### src/rtl/pps_pkg.sv
//--------------------------------------------------------------------------
// Shared definitions for the pps and heartbeat block
//   Counter widths and pulse timing
//   APB register offsets
//   XGMII idle, start and terminate words with their control bytes
//   Packed APB request/response and XGMII lane types
//--------------------------------------------------------------------------

`default_nettype none

package pps_pkg;

  // Pulse timing on the 10 MHz reference
  localparam int PPS_PERIOD_DEFAULT = 10_000_000;
  localparam int PPS_WIDTH          = 100;
  localparam int CTR_W              = 32;
  localparam int SEC_W              = 16;

  // APB register map
  localparam logic [7:0] REG_ADJUST = 8'h00;
  localparam logic [7:0] REG_STATUS = 8'h04;

  // XGMII lane encodings
  localparam logic [63:0] XGMII_IDLE_D     = 64'h0707_0707_0707_0707;
  localparam logic [63:0] XGMII_START_D    = 64'hd555_5555_5555_55fb;
  localparam logic [63:0] XGMII_TERM_D     = 64'h0707_0707_0707_07fd;
  localparam logic [7:0]  XGMII_CTRL_IDLE  = 8'hff;
  localparam logic [7:0]  XGMII_CTRL_START = 8'h01;
  localparam logic [7:0]  XGMII_CTRL_DATA  = 8'h00;

  // Heartbeat frame runs states 0 to BEAT_LAST
  localparam logic [3:0] BEAT_LAST = 4'd9;

  typedef struct packed {
    logic [7:0]  paddr;
    logic        psel;
    logic        penable;
    logic        pwrite;
    logic [31:0] pwdata;
  } apb_req_t;

  typedef struct packed {
    logic [31:0] prdata;
    logic        pready;
    logic        pslverr;
  } apb_rsp_t;

  typedef struct packed {
    logic [63:0] data;
    logic [7:0]  ctrl;
  } xgmii_t;

endpackage

`default_nettype wire

### src/rtl/pps_apb_regs.sv
//--------------------------------------------------------------------------
// APB register block for the pps generator
//   REG_ADJUST holds the phase adjust value, each write toggles a request
//   REG_STATUS reports the count of generated seconds
//   Zero wait states, pslverr on unmapped offsets
//--------------------------------------------------------------------------

`timescale 1ns/1ps
`default_nettype none

module pps_apb_regs (
  input  logic                          TEN_MHZ_INA,
  input  logic                          arst_n,
  input  pps_pkg::apb_req_t             apb_req,
  output pps_pkg::apb_rsp_t             apb_rsp,
  input  logic [pps_pkg::SEC_W-1:0]     sec_count,
  output logic [pps_pkg::CTR_W-1:0]     adjust_value,
  output logic                          adjust_flag
);

  import pps_pkg::*;

  logic access;
  logic addr_hit;
  logic adjust_wr;

  // Access cycle of a transfer
  assign access    = apb_req.psel && apb_req.penable;
  assign addr_hit  = (apb_req.paddr == REG_ADJUST) || (apb_req.paddr == REG_STATUS);
  assign adjust_wr = access && apb_req.pwrite && (apb_req.paddr == REG_ADJUST);

  //--------------------------------------------------------------------------
  // Adjust register and request toggle
  //--------------------------------------------------------------------------
  always_ff @(posedge TEN_MHZ_INA or negedge arst_n) begin
    if (!arst_n) begin
      adjust_value <= '0;
      adjust_flag  <= 1'b0;
    end else if (adjust_wr) begin
      adjust_value <= apb_req.pwdata;
      // Generator picks up the request at its next wrap
      adjust_flag  <= ~adjust_flag;
    end
  end

  //--------------------------------------------------------------------------
  // Read path and response
  //--------------------------------------------------------------------------
  always_comb begin
    apb_rsp.pready  = 1'b1;
    apb_rsp.pslverr = access && !addr_hit;
    apb_rsp.prdata  = '0;
    if (apb_req.psel && !apb_req.pwrite) begin
      case (apb_req.paddr)
        REG_ADJUST: apb_rsp.prdata = adjust_value;
        REG_STATUS: apb_rsp.prdata = {{(32 - SEC_W){1'b0}}, sec_count};
        default:    apb_rsp.prdata = '0;
      endcase
    end
  end

  // Access phase is only legal inside a selected transfer
  a_penable_needs_psel: assert property (
    @(posedge TEN_MHZ_INA) disable iff (!arst_n)
    apb_req.penable |-> apb_req.psel
  );

endmodule

`default_nettype wire

### src/rtl/pps_generator.sv
//--------------------------------------------------------------------------
// Internal pulse-per-second generator
//   Free-running second counter with phase adjust at the wrap
//   Registered pulse of PPS_WIDTH cycles and a seconds count
//--------------------------------------------------------------------------

`timescale 1ns/1ps
`default_nettype none

module pps_generator #(
  parameter int period = pps_pkg::PPS_PERIOD_DEFAULT
) (
  input  logic                          TEN_MHZ_INA,
  input  logic                          arst_n,
  input  logic [pps_pkg::CTR_W-1:0]     adjust_value,
  input  logic                          adjust_flag,
  output logic                          pps_out,
  output logic [pps_pkg::SEC_W-1:0]     sec_count
);

  import pps_pkg::*;

  logic [CTR_W-1:0] ctr;
  logic [CTR_W-1:0] ctr_next;
  logic             follow;
  logic             wrap;
  logic             take_adjust;

  assign wrap        = (ctr == CTR_W'(period - 1));
  // A pending request is seen as a mismatch between the two flags
  assign take_adjust = wrap && (follow != adjust_flag);

  always_comb begin
    if (!wrap) begin
      ctr_next = ctr + 1'b1;
    end else if (take_adjust) begin
      ctr_next = adjust_value;
    end else begin
      ctr_next = '0;
    end
  end

  always_ff @(posedge TEN_MHZ_INA or negedge arst_n) begin
    if (!arst_n) begin
      ctr       <= '0;
      follow    <= 1'b0;
      pps_out   <= 1'b0;
      sec_count <= '0;
    end else begin
      ctr     <= ctr_next;
      pps_out <= (ctr < CTR_W'(PPS_WIDTH));
      if (take_adjust) begin
        follow <= adjust_flag;
      end
      // Count each start of a second
      if (wrap && (ctr_next == '0)) begin
        sec_count <= sec_count + 1'b1;
      end
    end
  end

  // Software must keep the adjust value inside the period
  a_ctr_in_period: assert property (
    @(posedge TEN_MHZ_INA) disable iff (!arst_n)
    ctr < CTR_W'(period)
  );

  a_period_gt_width: assert property (
    @(posedge TEN_MHZ_INA) period > PPS_WIDTH
  );

endmodule

`default_nettype wire

### src/rtl/pps_beat_xgmii.sv
//--------------------------------------------------------------------------
// Heartbeat sender and receive-activity flag on one XGMII lane
//   Two-flop synchroniser for the external pps input
//   Ten-state frame machine driving the transmit lane
//   Registered send and receive activity flags
//--------------------------------------------------------------------------

`timescale 1ns/1ps
`default_nettype none

module pps_beat_xgmii (
  input  logic              TEN_MHZ_INA,
  input  logic              arst_n,
  input  logic              pps_in,
  input  pps_pkg::xgmii_t   xgmii_rx,
  output pps_pkg::xgmii_t   xgmii_tx,
  output logic              beat_send,
  output logic              beat_recv
);

  import pps_pkg::*;

  logic       pps_s1;
  logic       pps_s2;
  logic [3:0] beat_state;

  always_ff @(posedge TEN_MHZ_INA or negedge arst_n) begin
    if (!arst_n) begin
      pps_s1        <= 1'b0;
      pps_s2        <= 1'b0;
      beat_state    <= 4'd0;
      xgmii_tx.data <= XGMII_IDLE_D;
      xgmii_tx.ctrl <= XGMII_CTRL_IDLE;
      beat_send     <= 1'b0;
      beat_recv     <= 1'b0;
    end else begin
      pps_s1    <= pps_in;
      pps_s2    <= pps_s1;
      beat_send <= (beat_state != 4'd0);
      // Anything but all-idle control counts as activity
      beat_recv <= (xgmii_rx.ctrl != XGMII_CTRL_IDLE);

      //----------------------------------------------------------------------
      // Frame machine
      //----------------------------------------------------------------------
      case (beat_state)
        4'd0: begin
          xgmii_tx.data <= XGMII_IDLE_D;
          xgmii_tx.ctrl <= XGMII_CTRL_IDLE;
          if (pps_s2) begin
            beat_state <= 4'd1;
          end
        end
        4'd1: begin
          xgmii_tx.data <= XGMII_START_D;
          xgmii_tx.ctrl <= XGMII_CTRL_START;
          beat_state    <= 4'd2;
        end
        BEAT_LAST: begin
          xgmii_tx.data <= XGMII_TERM_D;
          xgmii_tx.ctrl <= XGMII_CTRL_IDLE;
          beat_state    <= 4'd0;
        end
        default: begin
          // Payload words carry the state number
          xgmii_tx.data <= 64'(beat_state);
          xgmii_tx.ctrl <= XGMII_CTRL_DATA;
          beat_state    <= beat_state + 4'd1;
        end
      endcase
    end
  end

  a_tx_ctrl_legal: assert property (
    @(posedge TEN_MHZ_INA) disable iff (!arst_n)
    (xgmii_tx.ctrl == XGMII_CTRL_IDLE) || (xgmii_tx.ctrl == XGMII_CTRL_START) ||
    (xgmii_tx.ctrl == XGMII_CTRL_DATA)
  );

endmodule

`default_nettype wire

### src/rtl/pps_beat_top.sv
//--------------------------------------------------------------------------
// Top level of the timing and heartbeat block
//   APB register block, pps generator and XGMII heartbeat side
//--------------------------------------------------------------------------

`timescale 1ns/1ps
`default_nettype none

module pps_beat_top #(
  parameter int period = pps_pkg::PPS_PERIOD_DEFAULT
) (
  input  logic                TEN_MHZ_INA,
  input  logic                arst_n,
  input  pps_pkg::apb_req_t   apb_req,
  output pps_pkg::apb_rsp_t   apb_rsp,
  input  logic                pps_in,
  output logic                pps_out,
  input  pps_pkg::xgmii_t     xgmii_rx,
  output pps_pkg::xgmii_t     xgmii_tx,
  output logic                beat_send,
  output logic                beat_recv
);

  import pps_pkg::*;

  logic [CTR_W-1:0] adjust_value;
  logic             adjust_flag;
  logic [SEC_W-1:0] sec_count;

  pps_apb_regs u_regs (
    .TEN_MHZ_INA  (TEN_MHZ_INA),
    .arst_n       (arst_n),
    .apb_req      (apb_req),
    .apb_rsp      (apb_rsp),
    .sec_count    (sec_count),
    .adjust_value (adjust_value),
    .adjust_flag  (adjust_flag)
  );

  pps_generator #(
    .period (period)
  ) u_gen (
    .TEN_MHZ_INA  (TEN_MHZ_INA),
    .arst_n       (arst_n),
    .adjust_value (adjust_value),
    .adjust_flag  (adjust_flag),
    .pps_out      (pps_out),
    .sec_count    (sec_count)
  );

  // Heartbeat side runs from the external pulse only
  pps_beat_xgmii u_beat (
    .TEN_MHZ_INA (TEN_MHZ_INA),
    .arst_n      (arst_n),
    .pps_in      (pps_in),
    .xgmii_rx    (xgmii_rx),
    .xgmii_tx    (xgmii_tx),
    .beat_send   (beat_send),
    .beat_recv   (beat_recv)
  );

endmodule

`default_nettype wire

### config.mk
export PLATFORM = sky130hd
export DESIGN_NAME = pps_beat_top
export DESIGN_NICKNAME = d
export VERILOG_FILES = /design/src/rtl/pps_pkg.sv /design/src/rtl/pps_apb_regs.sv /design/src/rtl/pps_generator.sv /design/src/rtl/pps_beat_xgmii.sv /design/src/rtl/pps_beat_top.sv
export SDC_FILE = /design/constraint.sdc
export NUM_CORES = 1
export LEC_CHECK = 0
export ABC_CLOCK_PERIOD_IN_PS = 3850
export BUFFER_PORTS_ARGS = -buffer_cell sky130_fd_sc_hd__buf_2
export CAP_MARGIN = 40
export CORE_MARGIN = 5
export CORE_UTILIZATION = 50
export DETAILED_ROUTE_END_ITERATION = 10
export PLACE_DENSITY = 0.81
export SLEW_MARGIN = 20
export SYNTH_ARGS = -nofsm -noshare
export SYNTH_HDL_FRONTEND = slang
export SYNTH_SLANG_ARGS = --single-unit
### constraint.sdc
create_clock -name TEN_MHZ_INA -period 3.85 [get_ports TEN_MHZ_INA]
set_input_delay 0.9625 -clock TEN_MHZ_INA [delete_from_list [all_inputs] [get_ports TEN_MHZ_INA]]
set_output_delay 0.9625 -clock TEN_MHZ_INA [all_outputs]
set_load 0.03 [all_outputs]
==> Flow_metrics.wiki, run 1 <==
{| class="wikitable"
! Metric !! Value
|-
| Kind of launch point of the worst setup path || input port
|-
| Most common cell after layout, fill and taps aside || sky130_fd_sc_hd__buf_2
|-
| Number of hold buffers added after cts || 0
|-
| Path type of the worst setup path || in -> out
|-
| Global placement routability congestion || 1.00
|-
| Tightest slew margin relative to the limit || 54.2%
|-
| Wire length of the first global-routing pass || 24.5 mm
|-
| Number of nets at the end of the flow || 847
|-
| Tcrit/Tclk final || 94.5%
|-
| Instance area at placement || 6580 um2
|-
| Residual overflow from global routing || 0
|-
| Leakage power || 3.46 nW
|-
| Final critical-path required period || 3.64 ns
|-
| Yosys top cell by area || sky130_fd_sc_hd__dfrtp_1
|-
| Worst endpoint required time || 2.89 ns
|-
| Num ports || 227
|-
| Post-Syn Area || 6140 um2
|-
| Detailed placer's ending HPWL || 11.7 mm
|-
| Final sum of negative setup slack || 0 ns
|-
| Average detailed-routed wire length per instance || 17.6 um
|-
| First-pass DRT Iterations || 5
|-
| Worst-Skew Late Latency || 0.35 ns
|-
| Number of antenna violations at the first check in global routing || 0
|-
| Final Max Tran Viols || 0
|-
| Transition time at the pin with the least slew margin || 0.681 ns
|-
| Setup-failing EPs final || 0
|-
| Result of the run || finished clean
|-
| Setup repair after global routing missed its margin || no
|-
| Sequential cell area || 2480 um2
|-
| Category of the worst setup path capture point || output port
|-
| Sequential area share after synthesis || 40.4%
|-
| Number of port buffers || 141
|-
| Die boundary height || 121 um
|-
| YS warnings || 0
|-
| Commonest cells after routing, fill and taps aside || 140 x sky130_fd_sc_hd__buf_2, 94 x sky130_fd_sc_hd__dfrtp_1, 48 x sky130_fd_sc_hd__nand2_1, 46 x sky130_fd_sc_hd__nor2_1, 32 x sky130_fd_sc_hd__mux2_2
|-
| Filler Cell Count || 1009
|-
| Via density per instance || 5.78
|-
| 1st-iter DRT viols || 460
|-
| N_diodes || 0
|-
| Total detailed-routing wirelength || 15.5 mm
|-
| Number of instances in the synthesized netlist || 628
|-
| Max-capacitance violation count || 0
|-
| Share of synthesized registers carrying an async set or reset || 100%
|-
| Post-route design area || 6880 um2
|-
| Number of enable flip-flop cells after synthesis || 0
|-
| Clk sink count || 99
|-
| Worst Hold Slack || 0.348 ns
|-
| Share of the synthesized area in the top cell type || 38.3%
|-
| Vias after detailed routing || 5067
|-
| Core area || 12000 um2
|-
| Layout Area Growth over Synthesis || 12.0%
|-
| Max Freq || 275 MHz
|-
| Top cells by area in the synthesized netlist || sky130_fd_sc_hd__dfrtp_1 38%, sky130_fd_sc_hd__buf_4 8.3%, sky130_fd_sc_hd__mux2_2 5.9%
|-
| CTS root buf || sky130_fd_sc_hd__clkbuf_16
|-
| Share of cells above drive strength 1 || 33.9%
|-
| CTS H-tree lvls || 3
|-
| CTS tree || built
|-
| Critical path data arrival time || 2.67 ns
|-
| Hold crit path type || reg -> reg
|-
| Flops & latches, synth || 99
|-
| Vias in the first global route || 4737
|-
| GRT Total Usage || 21.0%
|-
| Maximum clock skew at final layout || 0.00650 ns
|-
| Floorplan row count || 40
|-
| Initial Util || 51.1%
|-
| Clk buf depth || 2
|-
| Clk pin slew, worst setup/hold paths || 0.06 ns
|-
| DRC Markers || 0
|-
| Die extent in x || 121 um
|-
| Maximum fanout encountered on the critical timing path || 15
|-
| Max IR drop VDD || 0.321 mV
|-
| Detail Route Antenna Nets || 0
|-
| Power per standard cell area || 456 nW/um2
|-
| Maximum number of pins on one net before global-route repair || 57
|-
| Multi-input gate area in the final layout || 2980 um2
|-
| Most frequently used flop master after synthesis || sky130_fd_sc_hd__dfrtp_1
|-
| Full die area || 14600 um2
|-
| CTS buffer count || 9
|-
| Total count of hold-check failures in the final report || 0
|-
| Distinct cell type count after synthesis || 74
|-
| Post-synthesis average cell area || 9.78 um2
|}
flip-flops by register name (all words and copies together), names as in the netlist:
name / count
u_gen.ctr: 32
u_regs.adjust_value: 32
u_gen.sec_count: 16
u_beat.xgmii_tx: 8
u_beat.beat_state: 4
u_beat.beat_recv: 1
u_beat.beat_send: 1
u_beat.pps_s1: 1
u_beat.pps_s2: 1
u_gen.follow: 1
u_gen.pps_out: 1
u_regs.adjust_flag: 1
per-stage QoR:
step | util (%) | setup WS (ns) | power (W) | instances
after detailed placement | 54.8 | 0.151 | 0.00225 | 860
after global placement | 54.8 | 0.217 | 0.00224 | 860
after floorplan | - | 0.0576 | 0.00223 | 647
final | 57.2 | 0.214 | 0.00313 | 876
after global routing | 57.2 | 0.0772 | 0.00327 | 876
after CTS | 57.2 | 0.0917 | 0.00316 | 876
cell families (layout without fill, tap and decap cells):
logic type,count (synthesis),count (layout),synth area share [%]
AND/OR/NAND/NOR,248,248,23.1
buffers and inverters,114,196,12.3
flip-flops,99,99,40.4
AO/OA/AOI/OAI,64,64,7.54
multiplexers,51,51,9.05
XOR/XNOR,45,45,6.42
adder cells (fa/ha/maj),5,5,1.02
other,2,21,0.122
layer usage:
layer  track usage [%]  routed length, um  part of all wire, %
met5                 0                  0                    0
met2              33.7               7340                   48
met1              27.2               6350                   41
met4              10.1                541                  3.5
met3              4.16               1220                  7.9
what timing repair did:
action	CTS	global route
endpoints found under the setup margin	0	11
resized for setup	0	1
buffers inserted	0	0
cell usage after synthesis (2+ instances only):
cell type and count:
sky130_fd_sc_hd__a211oi_1 2, sky130_fd_sc_hd__a21o_1 4, sky130_fd_sc_hd__a21oi_1 10, sky130_fd_sc_hd__a22o_1 2, sky130_fd_sc_hd__a2bb2oi_1 2, sky130_fd_sc_hd__a31oi_1 4
sky130_fd_sc_hd__and2_1 18, sky130_fd_sc_hd__and3_1 4, sky130_fd_sc_hd__and4_1 6, sky130_fd_sc_hd__and4b_2 2, sky130_fd_sc_hd__buf_2 3, sky130_fd_sc_hd__buf_4 68
sky130_fd_sc_hd__buf_6 4, sky130_fd_sc_hd__clkbuf_1 13, sky130_fd_sc_hd__clkbuf_8 4, sky130_fd_sc_hd__conb_1 2, sky130_fd_sc_hd__dfrtp_1 94, sky130_fd_sc_hd__dfstp_2 5
sky130_fd_sc_hd__ha_1 5, sky130_fd_sc_hd__inv_1 20, sky130_fd_sc_hd__mux2_2 32, sky130_fd_sc_hd__mux2i_1 18, sky130_fd_sc_hd__nand2_1 48, sky130_fd_sc_hd__nand2b_1 5
sky130_fd_sc_hd__nand3_1 25, sky130_fd_sc_hd__nand3_2 2, sky130_fd_sc_hd__nand4_1 23, sky130_fd_sc_hd__nor2_1 46, sky130_fd_sc_hd__nor3_1 12, sky130_fd_sc_hd__nor3_2 7
sky130_fd_sc_hd__nor4_1 17, sky130_fd_sc_hd__o211ai_1 3, sky130_fd_sc_hd__o21ai_0 15, sky130_fd_sc_hd__o31a_1 3, sky130_fd_sc_hd__o31ai_1 3, sky130_fd_sc_hd__or2_2 7
sky130_fd_sc_hd__or3_1 3, sky130_fd_sc_hd__or4_1 5, sky130_fd_sc_hd__or4_2 2, sky130_fd_sc_hd__or4_4 3, sky130_fd_sc_hd__xnor2_1 30, sky130_fd_sc_hd__xor2_1 15
final timing paths:
check,from,to,slack (ns),cells past startpoint
setup / recovery,apb_req[40],apb_rsp[32],0.21,8
hold / removal,u_beat.pps_s1,u_beat.pps_s2,0.35,0
setup reg to reg,u_gen.ctr[0],u_gen.sec_count[1],0.25,9
hold reg to reg,u_beat.pps_s1,u_beat.pps_s2,0.35,0
max in group asynchronous,arst_n,u_beat.xgmii_tx[0],2.49,2
min in group asynchronous,arst_n,u_regs.adjust_value[23],0.61,1
worst max-delay path: stages:
cell and delay, ns:
sky130_fd_sc_hd__buf_2 0.09, sky130_fd_sc_hd__or4_1 0.53, sky130_fd_sc_hd__nor4_2 0.24, sky130_fd_sc_hd__nand3b_1 0.15, sky130_fd_sc_hd__nor2_1 0.14, sky130_fd_sc_hd__buf_4 0.21
sky130_fd_sc_hd__and2_1 0.15, sky130_fd_sc_hd__buf_2 0.19
power breakdown:
| group | total, W | switching, W | internal [W] | leakage [nW] |
|---|---|---|---|---|
| registers | 0.00120 | 0.0000766 | 0.00113 | 1.32 |
| logic | 0.00102 | 0.000764 | 0.000256 | 2.00 |
| clock network | 0.000911 | 0.000386 | 0.000524 | 0.141 |
layout make-up:
class,instances,share of cell area [%]
timing repair buffer,160,12.6
inverter,20,1.09
tap,147,2.68
clock inverter,2,0.564
multi-input combinational,434,43.3
sequential,99,36.1
clock buffer,14,3.69
Note: power is estimated with default switching activity, not from simulation.
==> inputs of run 2 (changes only) <==
--- a/config.mk
+++ b/config.mk
@@ -11,6 +11,7 @@
 export CORE_MARGIN = 5
 export CORE_UTILIZATION = 50
 export DETAILED_ROUTE_END_ITERATION = 10
+export GPL_TIMING_DRIVEN = 0
 export PLACE_DENSITY = 0.81
 export SLEW_MARGIN = 20
 export SYNTH_ARGS = -nofsm -noshare
==> run 2 against run 1 <==
  * Sequential share of layout area down 3.0 points
  * Non-clock buffer count up 78
  * Largest cell class unchanged
  * Highest routed layer unchanged
  * Total power up 10%
  * Critical path depth up 2
  * First-iteration DRC count down 8.9%
  * Flip-flop and latch count unchanged
  * Utilization up 5.1 points
  * Cell count up 8.9%
  * Register-to-register slack worse by 0.14 ns
  * Die area unchanged
==> Flow_metrics.wiki, run 2 (synthesis results as in run 1) <==
{| class="wikitable"
! Metric !! Value
|-
| Result of the run || finished clean
|-
| Floorplan row count || 40 (unchanged)
|-
| Clk buf depth || 2 (unchanged)
|-
| Maximum fanout encountered on the critical timing path || 10 (-5)
|-
| Number of hold buffers added after cts || 0 (unchanged)
|-
| Num ports || 227 (unchanged)
|-
| Critical path data arrival time || 3.97 ns (+1.30 ns)
|-
| Pre-CTS setup slack || -0.517 ns (-0.668 ns)
|-
| Path type of the worst setup path || reg -> reg
|-
| Die boundary height || 121 um (unchanged)
|-
| Commonest cells after routing, fill and taps aside || 143 x sky130_fd_sc_hd__buf_2, 94 x sky130_fd_sc_hd__dfrtp_1, 72 x sky130_fd_sc_hd__buf_4, 48 x sky130_fd_sc_hd__nand2_1, 45 x sky130_fd_sc_hd__nor2_1
|-
| Maximum clock skew at final layout || 0.00677 ns (+0.000273 ns)
|-
| Biggest cell delay along the critical path || 0.53 ns (about the same)
|-
| Layout Area Growth over Synthesis || 21.9%
|-
| Max Freq || 267 MHz (-2.8%)
|-
| Total power || 0.00345 W (+10%)
|-
| Core area || 12000 um2 (unchanged)
|-
| Tightest slew margin relative to the limit || 49.3% (-4.9 points)
|-
| Final sum of negative setup slack || 0 ns (unchanged)
|-
| Least setup slack across all paths after layout || 0.111 ns (-0.103 ns)
|-
| Critical path's top delay family || compound AO/OA/AOI/OAI gates
|-
| Vias in the first global route || 4874 (+2.9%)
|-
| Setup repair after global routing missed its margin || yes
|-
| Detail Route Antenna Nets || 0 (unchanged)
|-
| Transition time at the pin with the least slew margin || 0.758 ns (+0.0772 ns)
|-
| Number of port buffers || 140 (-0.71%)
|-
| Average detailed-routed wire length per instance || 16.4 um (-7.3%)
|-
| CTS tree || built
|-
| Max-capacitance violation count || 0 (unchanged)
|-
| Total detailed-routing wirelength || 15.6 mm (+0.96%)
|-
| Residual overflow from global routing || 0 (unchanged)
|-
| Placed Cells || 936 (+8.8%)
|-
| Share of cells above drive strength 1 || 39.3% (+5.4 points)
|-
| GRT Total Usage || 21.1% (+0.040 points)
|-
| Detailed placer's ending HPWL || 11.9 mm (+1.6%)
|-
| 1st-iter DRT viols || 419 (-8.9%)
|-
| Final cell count without fillers || 954 (+8.9%)
|-
| CTS root buf || sky130_fd_sc_hd__clkbuf_16
|-
| Power per standard cell area || 460 nW/um2 (+0.99%)
|-
| Global placement routability congestion || 0.983 (-1.8%)
|-
| Number of antenna violations at the first check in global routing || 0 (unchanged)
|-
| Final critical-path required period || 3.74 ns (+0.103 ns)
|-
| CTS H-tree lvls || 3 (unchanged)
|-
| Maximum number of pins on one net before global-route repair || 61 (+7.0%)
|-
| Total count of hold-check failures in the final report || 0 (unchanged)
|-
| Worst-Skew Late Latency || 0.35 ns (about the same)
|-
| Post-route design area || 7490 um2 (+8.9%)
|-
| Top Registers || u_gen.ctr x32, u_regs.adjust_value x32, u_gen.sec_count x16
|-
| Final Max Tran Viols || 0 (unchanged)
|-
| Vias after detailed routing || 5194 (+2.5%)
|-
| First-pass DRT Iterations || 5 (unchanged)
|-
| Leakage power || 3.83 nW (+11%)
|-
| Instance area at placement || 7140 um2 (+8.5%)
|-
| Die extent in x || 121 um (unchanged)
|-
| DRC Markers || 0 (unchanged)
|-
| Worst endpoint required time || 4.08 ns (+1.19 ns)
|-
| Full die area || 14600 um2 (unchanged)
|-
| CTS buffer count || 9 (unchanged)
|-
| Clk pin slew, worst setup/hold paths || 0.07 ns (about the same)
|-
| Tcrit/Tclk final || 97.1% (+2.7 points)
|-
| Cell-by-cell trace of the critical path || ha_1 > and4_2 > nand4_1 > clkbuf_1 > o31a_1 > a211oi_1 > nand2b_1 > a2111oi_4 > nand3_2 > mux2_4
|-
| Clk sink count || 99 (unchanged)
|-
| Max IR drop VDD || 0.275 mV (-14%)
|-
| Hold crit path type || reg -> reg
|-
| N_diodes || 0 (unchanged)
|-
| Setup-failing EPs final || 0 (unchanged)
|-
| Most common cell after layout, fill and taps aside || sky130_fd_sc_hd__buf_2
|-
| Category of the worst setup path capture point || flip-flop
|-
| Number of nets at the end of the flow || 925 (+9.2%)
|-
| Slowest cell on the critical path || sky130_fd_sc_hd__a2111oi_4
|-
| Wire length of the first global-routing pass || 24.7 mm (+0.98%)
|-
| Kind of launch point of the worst setup path || flip-flop
|-
| Combined buffer and inverter count along the critical path || 1 (-2)
|-
| Initial Util || 51.1% (unchanged)
|-
| Via density per instance || 5.44 (-5.9%)
|}
==> run 2: repair_timing <==
item,CTS,global route
pin swaps,2,1
endpoints found under the setup margin,26,34
gates cloned,0,0
gates resized for setup,3,5
hold endpoints to repair,0,0
buffers inserted,1,2
==> run 2: final cells by class <==
cell class / instances / area, um2
inverter: 20 / 75.1
timing repair buffer: 145 / 764
multi-input combinational: 434 / 3000
buffer: 93 / 681
clock buffer: 11 / 233
fill: 998 / 4520
tap: 147 / 184
clock inverter: 5 / 62.6
sequential: 99 / 2480
==> run 2: per-stage QoR <==
stage	hold WS (ns)	util, %
detailed placement	0.348	59.4
global route	0.377	62.3
finish	0.358	62.3
floorplan	0.331	-
CTS	0.364	62.0
global placement	0.333	59.1
==> run 2: per-layer routing <==
layer / GRT usage, % / wire length (um)
met2: 33.2 / 7130
met3: 4.30 / 1380
met1: 28.9 / 6740
met4: 7.37 / 359
met5: 0 / 0
==> run 2: worst paths after layout <==
check / end / slack [ns] / cells after the start / startpoint
setup / recovery: u_gen.sec_count[1] / 0.11 / 10 / u_gen.ctr[0]
hold / removal: u_beat.pps_s2 / 0.36 / 0 / u_beat.pps_s1
setup reg to reg: u_gen.sec_count[1] / 0.11 / 10 / u_gen.ctr[0]
hold reg to reg: u_beat.pps_s2 / 0.36 / 0 / u_beat.pps_s1
max in group asynchronous: u_beat.xgmii_tx[8] / 2.67 / 2 / arst_n
min in group asynchronous: u_gen.ctr[25] / 0.52 / 1 / arst_n
==> run 2: worst reg2reg max path: cells and delay by family (launching register included) <==
kind / cells / cell delay [ns]
compound gates: 3 / 1.27
fa+ha+maj: 1 / 0.32
buf+inv: 1 / 0.33
flops: 1 / 0.42
mux: 1 / 0.33
simple gates: 4 / 0.97
==> run 2: power breakdown <==
part           internal [W]  switching [W]
Clock              0.000508       0.000408
Combinational      0.000511       0.000803
Sequential          0.00113      0.0000889
Total               0.00215        0.00130
